===== config.mk =====
export PLATFORM = sky130hd
export DESIGN_NAME = sampleBank
export DESIGN_NICKNAME = d
export VERILOG_FILES = /design/src/source/batchPkg.sv /design/src/source/sampleBank.sv
export VERILOG_INCLUDE_DIRS = /design/src /design/src/source
export SDC_FILE = /design/constraint.sdc
export NUM_CORES = 1
export LEC_CHECK = 0
export BUFFER_PORTS_ARGS = -buffer_cell sky130_fd_sc_hd__buf_2
export CAP_MARGIN = 15
export CORE_MARGIN = 1.5
export CORE_UTILIZATION = 40
export DETAILED_ROUTE_END_ITERATION = 16
export GPL_TIMING_DRIVEN = 0
export HOLD_SLACK_MARGIN = 0.05
export MAX_ROUTING_LAYER = met4
export PLACE_DENSITY = 0.54
export SLEW_MARGIN = 10
export SYNTH_ARGS = -nofsm -noshare
export SYNTH_HDL_FRONTEND = slang
export SYNTH_SLANG_ARGS = --single-unit

===== constraint.sdc =====
create_clock -name clk -period 3.6 [get_ports clk]
set_clock_uncertainty 0.1 [all_clocks]
set_input_delay 0.36 -clock clk [delete_from_list [all_inputs] [get_ports clk]]
set_output_delay 0.36 -clock clk [all_outputs]
set_load 0.05 [all_outputs]

===== src/source/batch_defines.svh =====
`ifndef BATCH_DEFINES_SVH
`define BATCH_DEFINES_SVH

// Modulator bits per word, one filter channel per bit
`define NUM_CH 3

// Samples per batch, power of two
`define BATCH_DEPTH 32

// Real and imaginary part width
`define DATA_W 24

// Fractional bits of the fixed-point coefficients
`define COEF_FRAC 16

// Output sample width
`define OUT_W 24

// Input sample to output sample, in clocks.
// Backward pass of a batch needs the whole following batch first
`define LATENCY (4 * `BATCH_DEPTH + 4)

`endif


===== src/source/batchPkg.sv =====
`default_nettype none

`include "batch_defines.svh"

package batchPkg;

    // Bank currently being written
    typedef enum logic [1:0] {
        PH0 = 2'd0,
        PH1 = 2'd1,
        PH2 = 2'd2,
        PH3 = 2'd3
    } bankPhase_t;

    typedef logic [$clog2(`BATCH_DEPTH)-1:0] batchAddr_t;

endpackage

`default_nettype wire


===== src/source/sampleBank.sv =====
`timescale 1ns/1ps
`default_nettype none

`include "batch_defines.svh"

module sampleBank
    import batchPkg::*;
(
    input  logic               clk,
    input  logic               rst,
    input  logic [`NUM_CH-1:0] sampleIn,
    input  batchAddr_t         wrAddr,
    input  batchAddr_t         rdAddrRev,
    input  bankPhase_t         phase,
    output logic [`NUM_CH-1:0] fwdBits,
    output logic [`NUM_CH-1:0] bwdBits,
    output logic [`NUM_CH-1:0] lookBits
);

    logic [`NUM_CH-1:0] mem [4][`BATCH_DEPTH];
    logic [3:0]         wrEn;
    logic [3:0]         bankFull;
    logic [1:0]         lookSel;
    logic [1:0]         oldSel;

    assign wrEn = 4'b0001 << phase;

    // Batch just finished feeds the lookahead
    assign lookSel = 2'(phase - 2'd1);
    // Oldest batch, three phases back, feeds both main recursions
    assign oldSel = 2'(phase + 2'd1);

    always_ff @(posedge clk) begin
        mem[phase][wrAddr] <= sampleIn;
    end

    // Banks not yet written since reset read as zero
    always_ff @(posedge clk) begin
        if (!rst) begin
            bankFull <= '0;
        end else begin
            bankFull <= bankFull | wrEn;
        end
    end

    always_ff @(posedge clk) begin
        fwdBits  <= bankFull[oldSel] ? mem[oldSel][wrAddr] : '0;
        bwdBits  <= bankFull[oldSel] ? mem[oldSel][rdAddrRev] : '0;
        lookBits <= bankFull[lookSel] ? mem[lookSel][rdAddrRev] : '0;
    end

    // Written bank only moves on at a batch boundary
    assert property (@(posedge clk) disable iff (!rst)
        (wrAddr != '0) |-> (phase == $past(phase)));

endmodule

`default_nettype wire


==> run metrics <==
final net count between 1500 and 2000; status complete, but fails checks; biggest area consumer among synthesized cells edfxtp_1; DR vias 14900; Cells after Synth 1409; row cnt 83; starting density of the core 40.4%; Initial DRT Pass Iterations 8; Post-Syn Nets 1430; I/O pin count 26; Hold Vio Cnt, Final 0; area delta synth->final 14.6%; vias in the first global route 14200; Worst Hold Class input port to flip-flop; DRC viols 0; Post-Layout Cell Count 2205; Synth top area share 55.7%; GRT overflow 0; top_reg_cell synth edfxtp_1; CTS tree yes; Tmin final between 3000 and 4000 ps; Post-Place Cells about 2100; worst vdd ir 0.000363 V; clock sinks 397; total power 11.4 mW; Worst-path clk slew approximately 60 ps; pre-CTS setup slack -2690 ps; vias per cell 6.77; Post-synth EDFFs 384; die height 230 um; top post-synthesis cells by count 384 x edfxtp_1, 167 x mux2i_1, 110 x mux4_2; Yosys cell types 69; max-cap violations 0; clock buffer depth 3; Die ar. 0.0531 sq mm; dpl cell area 0.0218 sq mm; count of final setup violators 3; top post-synthesis cells by area edfxtp_1 56%, mux4_2 12%, mux2i_1 8.1%; cell with the most instances after synthesis edfxtp_1; sequential fraction of the synthesis area 57.0%; synthesized flop and latch total 397; Static Leak 8.16 nW; Starting DRT DRC Count 2187; CTS H-tree depth 2; switch share between 20 and 30%; largest net degree at the start of global routing 76; period utilization 101%; reg-to-reg slack, setup approximately 1100 ps; first-pass GRT wire length 125 mm; Max Fanout on Critical Path 10; Logic pwr share 15.5%; worst slew pin tran 1290 ps; P_sw 3.15 mW; setup slack after layout -32.2 ps; Fmax achieved 0.275 GHz; Final Max Slew Viols 0; final wirelength 92.8 mm; RSZ-0062 raised after global routing yes; P_int 8.29 mW; final hold slack 99.9 ps; clock root buffer clkbuf_16; worst skew pair latency 600 ps; DP HPWL between 60 and 70 mm; YS warnings 0; PD cells 483 mW/mm^2; layout cells sized above 1 23.7%; CP Class input port to flip-flop; fin util about 46%; startpoint types input port; ANT nets after route 0; Syn Area/Cell 14.7 sq um; port bufs 22; GR Util All Layers 36.1%; Req. time, crit path between 3000 and 4000 ps; Slew headroom between 10 and 15%; setup_tns -74.1 ps; Die X 230 um; RePlAce Congestion 1.08; Reg power frac between 40% and 50%; Avg WL per Cell 42.1 um; Non-Filler Cell Area, Final ~0.024 sq mm; initial antenna violation count 4; Arrival @ worst endpoint 3970 ps; CP Capture Type flip-flop; total CTS buffers 44; Core ar. 0.0512 sq mm; FFs w/ async S/R, synth 0%; Clk pwr share slightly below 40%; failing checks setup timing; Mapped Area 0.0207 sq mm
-- final timing paths --
kind | from | cells past startpoint | endpoint
max | phase[0] | 15 | bwdBits[2]$_SDFF_PN0_
max reg2reg | mem[0][32]$_DFFE_PP_ | 6 | bwdBits[2]$_SDFF_PN0_
min reg2reg | bankFull[1]$_SDFF_PN0_ | 1 | bankFull[1]$_SDFF_PN0_
min | sampleIn[0] | 1 | mem[2][21]$_DFFE_PP_
-- state kept, by name, summed over array words and instances (netlist names) --
| signal | cells |
|---|---|
| fwdBits | 3 |
| mem | 384 |
| lookBits | 3 |
| bankFull | 4 |
| bwdBits | 3 |
-- critical path: stages --
cell       delay [ps]
buf_2             110
buf_6             210
buf_12            200
buf_12            220
buf_16            140
inv_1              50
ha_1              390
buf_8             210
buf_8             210
buf_6             250
mux2i_2           300
nor2_1             80
o32ai_2           370
o21ai_1           200
a2111oi_4         580
-- cell usage in the layout, fill, tap and decap left out, types with 13 or more instances in the layout --
master	n
edfxtp_1	384
mux2i_1	158
mux4_2	110
nand2_1	87
nor2_1	75
and2_1	71
clkbuf_1	48
mux2_2	48
clkbuf_16	44
and3_1	40
a22oi_1	29
buf_2	27
nand3_1	24
buf_6	22
a21oi_1	19
nor3_1	17
o21ai_0	17
buf_8	14
a211oi_1	14
nor2b_1	13
a221oi_1	13
dfxtp_1	13
-- power groups by stage --
| stage | clock network [mW] | logic (mW) | registers [mW] |
|---|---|---|---|
| 6_report | 4.54 | 1.78 | 5.13 |
| 5_1_grt | 4.75 | 1.78 | 5.13 |
| 4_1_cts | 4.56 | 1.70 | 5.13 |
| 2_1_floorplan | 0 | 0.806 | 5.26 |
| 3_5_place_dp | 0 | 1.61 | 5.22 |
| 3_3_place_gp | 0 | 1.59 | 5.23 |
-- area by class of cell --
class	count	area, sq um
timing repair buffer	35	315
tap	680	851
multi-input combinational	890	8380
clock inverter	21	221
sequential	397	11800
buffer	107	883
antenna	3	7.51
clock buffer	59	1220
fill	4447	27500
inverter	13	48.8
-- cells by family (layout without fill, tap and decap cells) --
kind of cell,count (synthesis),after routing,synth area share [%]
DFF,397,397,57.0
and+or+nand+nor,370,370,9.01
muxes,334,334,23.8
AOI/OAI and AO/OA,182,182,6.42
buffers and inverters,122,235,3.55
adders and majority gates,4,4,0.242
other,0,3,0
-- what timing repair did --
| item | 4_1_cts | 5_1_grt |
|---|---|---|
| hold buffers | 1 | 0 |
| buffers inserted | 4 | 0 |
| pin swaps | 3 | 4 |
| setup endpoints to repair | 150 | 7 |
| endpoints found under the hold margin | 4 | 0 |
| resized for setup | 89 | 18 |
-- metal layers --
metal | vias to the layer above | global-route usage [%] | share of wire, %
met5 | - | - | 0
met4 | 0 | 15.3 | 5.1
met3 | 223 | 8.62 | 10
met2 | 1117 | 51.7 | 43
met1 | 7791 | 49.2 | 41
li1 | 5801 | - | -
No activity file was read; power rests on OpenSTA's default activity.
