==> src/source/batch_defines.svh <==
`ifndef BATCH_DEFINES_SVH
`define BATCH_DEFINES_SVH

// Modulator bits per word, one filter channel per bit
`define NUM_CH 3

// Samples per batch, power of two
`define BATCH_DEPTH 32

// Real and imaginary part width
`define DATA_W 24

// Fractional bits of the fixed-point coefficients
`define COEF_FRAC 16

// Output sample width
`define OUT_W 24

// Input sample to output sample, in clocks.
// Backward pass of a batch needs the whole following batch first
`define LATENCY (4 * `BATCH_DEPTH + 4)

`endif

==> src/source/batchPkg.sv <==
`default_nettype none

`include "batch_defines.svh"

package batchPkg;

    // Bank currently being written
    typedef enum logic [1:0] {
        PH0 = 2'd0,
        PH1 = 2'd1,
        PH2 = 2'd2,
        PH3 = 2'd3
    } bankPhase_t;

    typedef logic [$clog2(`BATCH_DEPTH)-1:0] batchAddr_t;

endpackage

`default_nettype wire

==> src/source/batchSequencer.sv <==
`timescale 1ns/1ps
`default_nettype none

`include "batch_defines.svh"

module batchSequencer
    import batchPkg::*;
(
    input  logic       clk,
    input  logic       rst,
    output batchAddr_t wrAddr,
    output batchAddr_t rdAddrRev,
    output bankPhase_t phase,
    output logic       batchStart,
    output logic       outValid
);

    logic [$clog2(`LATENCY)-1:0] latCnt;

    // Address counters and bank rotation
    always_ff @(posedge clk) begin
        if (!rst) begin
            wrAddr     <= '0;
            rdAddrRev  <= batchAddr_t'(`BATCH_DEPTH - 1);
            phase      <= PH0;
            batchStart <= 1'b1;
        end else begin
            wrAddr     <= wrAddr + 1'b1;
            rdAddrRev  <= rdAddrRev - 1'b1;
            batchStart <= (wrAddr == batchAddr_t'(`BATCH_DEPTH - 1));
            if (wrAddr == batchAddr_t'(`BATCH_DEPTH - 1)) begin
                phase <= bankPhase_t'(phase + 2'd1);
            end
        end
    end

    // Pipeline fill, counted from the first sample after reset
    always_ff @(posedge clk) begin
        if (!rst) begin
            latCnt   <= '0;
            outValid <= 1'b0;
        end else if (!outValid) begin
            latCnt <= latCnt + 1'b1;
            if (latCnt == ($clog2(`LATENCY))'(`LATENCY - 1)) begin
                outValid <= 1'b1;
            end
        end
    end

    // Reversed address tracks the forward one across wraps
    assert property (@(posedge clk) disable iff (!rst)
        rdAddrRev == batchAddr_t'(`BATCH_DEPTH - 1) - wrAddr);

endmodule

`default_nettype wire

==> config.mk <==
export PLATFORM = sky130hd
export DESIGN_NAME = batchSequencer
export DESIGN_NICKNAME = d
export VERILOG_FILES = /design/src/source/batchPkg.sv /design/src/source/batchSequencer.sv
export VERILOG_INCLUDE_DIRS = /design/src /design/src/source
export SDC_FILE = /design/constraint.sdc
export NUM_CORES = 1
export LEC_CHECK = 0
export BUFFER_PORTS_ARGS = -buffer_cell sky130_fd_sc_hd__buf_2
export CAP_MARGIN = 25
export CORE_MARGIN = 4
export CORE_UTILIZATION = 40
export CTS_CLUSTER_DIAMETER = 50
export DETAILED_ROUTE_END_ITERATION = 16
export MAX_ROUTING_LAYER = met4
export PLACE_DENSITY = 0.63
export SLEW_MARGIN = 20
export SYNTH_ARGS = -nofsm -noshare
export SYNTH_HDL_FRONTEND = slang
export SYNTH_SLANG_ARGS = --single-unit
==> constraint.sdc <==
create_clock -name clk -period 3.2 [get_ports clk]
set_input_delay 0.48 -clock clk [delete_from_list [all_inputs] [get_ports clk]]
set_output_delay 0.48 -clock clk [all_outputs]
set_load 0.01 [all_outputs]
==> metrics.csv <==
metric,value,unit
remaining antenna violation count after routing,0,
CTS tree,done,
Post-DP HPWL,999.5,um
DR vias/cell,4.629,
vias in the first global route,562,
Critical Path Sink Type,output port,
Internal Power,0.4269,mW
Max rail drop VDD,0.2661,mV
met1 Usage GRT,15.20,%
Hold Path Class,reg -> reg,
All-Layer GR Usage,11.55,%
power share of the combinational group,6.4,%
number of synthesized register bits,22,
CP startpoint kind,flip-flop,
setup bufs post-CTS,0,
mapped cell area,887.1,um2
Ys Warns,0,
clock share of power,38.8,%
largest net degree at the start of global routing,14,
Total Wirelength,1369,um
nets@finish,114,
CP Data Arrival Time,0.97,ns
post-synthesis average cell area,10.08,um2
ranking of synthesized cells by area,"dfxtp_1, ha_1, xnor2_1, xor2_1, nor2_1",
placed cells,128,
clk sink count,22,
syn nets,96,
Post-Synth Adder-Cell Area,8.463,%
CP required,2.72,ns
"commonest non-fill, non-tap cell in the layout",dfxtp_1,
fin. max-slew vios,0,
multi-input logic area,427.9,um2
Worst Skew,0.004574,ns
Placeable Area,2042,um2
met2 Usage GRT,15.94,%
antenna violations before repair,0,
most frequent cells in the layout,"dfxtp_1, buf_2, nor2_1",
total of max-cap violations,0,
sequential area share after synthesis,49.65,%
Fillers,202,
H-tree levels,1,
Hold Buf Count CTS,0,
hold depth,1,
drt pass-1 iters,4,
Clock Root Buffer,clkbuf_4,
die width,55.10,um
PostCTS Resize Cnt,0,
Die ar.,3035,um2
Post-Synth XOR/XNOR Area,10.86,%
setup TNS,0,ns
ANT cells,0,
Reg2Reg Setup Slack,1.83,ns
slowest CP cell,dfxtp_1,
fin crit share,45.33,%
slew at the pin closest to its max-slew limit,0.3758,ns
share of cells above drive strength 1,19.05,%
initial DRC count,3,
Clock Tree Buf Depth,2,
wire length of the first global-routing pass,2421,um
critical path depth,1,
TritonCTS buffer count,3,
P_sw,0.1117,mW
post-synthesis cell count,88,
post-synthesis simple-gate area fraction,22.57,%
post-synth top area share,49.65,%
largest family of logic cells by synthesized area,simple AND/OR/NAND/NOR gates,
sequential share of power,54.8,%
Post-Place Worst Slack,1.866,ns
post-synth top area cell,dfxtp_1,
Sw Ratio,20.73,%
endpoints failing hold,0,
CP Class,reg -> out,
Synth Area in Compound Gates,5.219,%
slew margin rel.,74.92,%
fin worst setup slack,1.749,ns
Worst-path clk slew,0.12,ns
PwrDens,517.4,nW/um2
die height,55.10,um
min Tclk post-route,1.451,ns
status,finished clean,
max incr delay on CP,0.48,ns
drt drc,0,
# port buffers,15,
via count,611,
f_max,689.3,MHz
CP bufs+invs,1,
area occupied by registers,440.4,um2
mux share of post-synthesis cell area,1.128,%
Initial Util,43.44,%
Setup Viol. Count Final,0,
Most Crowded Layer GR,met2,
FF-to-FF path depth,4,
met3 usage,2.413,%
post-synth cell types,28,
Syn-to-layout area delta,17.35,%
"CP delay by family, top",flip-flops,
CP Max Fanout,8,
RSZ-0062 raised after global routing,false,
final instance count without filler cells,132,
row count,16,
critical path cell sequence,buf_2,
Wirelength per Cell,10.37,um
clk_lat worst skew,0.30,ns
GRT Residual Overflow,0,
I/O pins,16,
final RePlAce weighted congestion,0.7919,
leakage,0.4898,nW
==> state kept, by name, indices dropped and copies added, names as in the netlist <==
signal / flops
latCnt: 8
rdAddrRev: 5
wrAddr: 5
phase: 2
batchStart: 1
outValid: 1
==> cell usage after synthesis <==
library cell / number
ha_1: 6
mux2i_1: 1
o31a_1: 1
and2_1: 2
nand3_1: 1
o31ai_1: 1
nand2_1: 8
dfxtp_1: 22
and3_1: 1
nand4_1: 1
inv_1: 3
nor2b_1: 1
nor3b_1: 2
nand2b_1: 3
o211ai_1: 1
nor4b_1: 1
a21oi_1: 2
nor3_1: 1
nand4b_4: 1
o21ai_0: 1
or3_1: 1
nand4b_1: 1
o21a_1: 1
nor2_1: 11
clkbuf_1: 2
xor2_1: 5
nor4_1: 1
xnor2_1: 6
==> path summary, 6_finish.rpt <==
check / start / endpoint
max: outValid$_SDFF_PN0_ / outValid
min: rdAddrRev[0]$_SDFF_PN1_ / rdAddrRev[0]$_SDFF_PN1_
max reg2reg: latCnt[0]$_SDFFE_PN0N_ / latCnt[6]$_SDFFE_PN0N_
min reg2reg: rdAddrRev[0]$_SDFF_PN1_ / rdAddrRev[0]$_SDFF_PN1_
==> kinds of logic (layout without fill, tap and decap cells) <==
logic type      after synthesis  in the layout
mux                           1              1
xor+xnor                     11             11
compound gates                7              7
simple gates                 36             36
fa+ha+maj                     6              6
buf+inv                       5             22
flops                        22             22
==> routing by layer <==
layer | wire (um) | vias up
li1 | - | 324
met1 | 665 | 272
met2 | 612 | 11
met3 | 60 | 4
met4 | 29 | 0
met5 | 0 | -
==> per-stage QoR <==
step / utilization, % / total power, mW / hold WS [ns] / cell area (um2)
global placement: 48.41 / 0.3359 / 0.3943 / 988.4
finish: 50.98 / 0.5386 / 0.4273 / 1041
detailed placement: 48.41 / 0.3368 / 0.4046 / 988.4
global route: 50.98 / 0.5642 / 0.4350 / 1041
floorplan: - / 0.3237 / 0.4244 / 887.1
CTS: 50.98 / 0.5500 / 0.4225 / 1041
==> worst register-to-register path: stages (launching register included) <==
cell,delay [ns]
dfxtp_1,0.45
ha_1,0.23
nand4b_4,0.13
or3_1,0.36
a21oi_1,0.14
==> final cells by class <==
| type | count | share of cell area, % |
|---|---|---|
| Sequential cell | 22 | 42.31 |
| Multi-Input combinational cell | 61 | 41.11 |
| Timing Repair Buffer | 15 | 7.212 |
| Tap cell | 27 | 3.245 |
| Clock inverter | 1 | 2.885 |
| Clock buffer | 3 | 2.163 |
| Inverter | 3 | 1.082 |
==> power by group through the flow <==
stage / logic [mW] / clock network [mW] / registers (mW)
final: 0.0346 / 0.209 / 0.295
after global routing: 0.0408 / 0.226 / 0.298
after CTS: 0.0356 / 0.219 / 0.295
after detailed placement: 0.0354 / 0 / 0.301
after global placement: 0.0349 / 0 / 0.301
after floorplan: 0.0204 / 0 / 0.303
No activity file was read; power rests on OpenSTA's default activity.
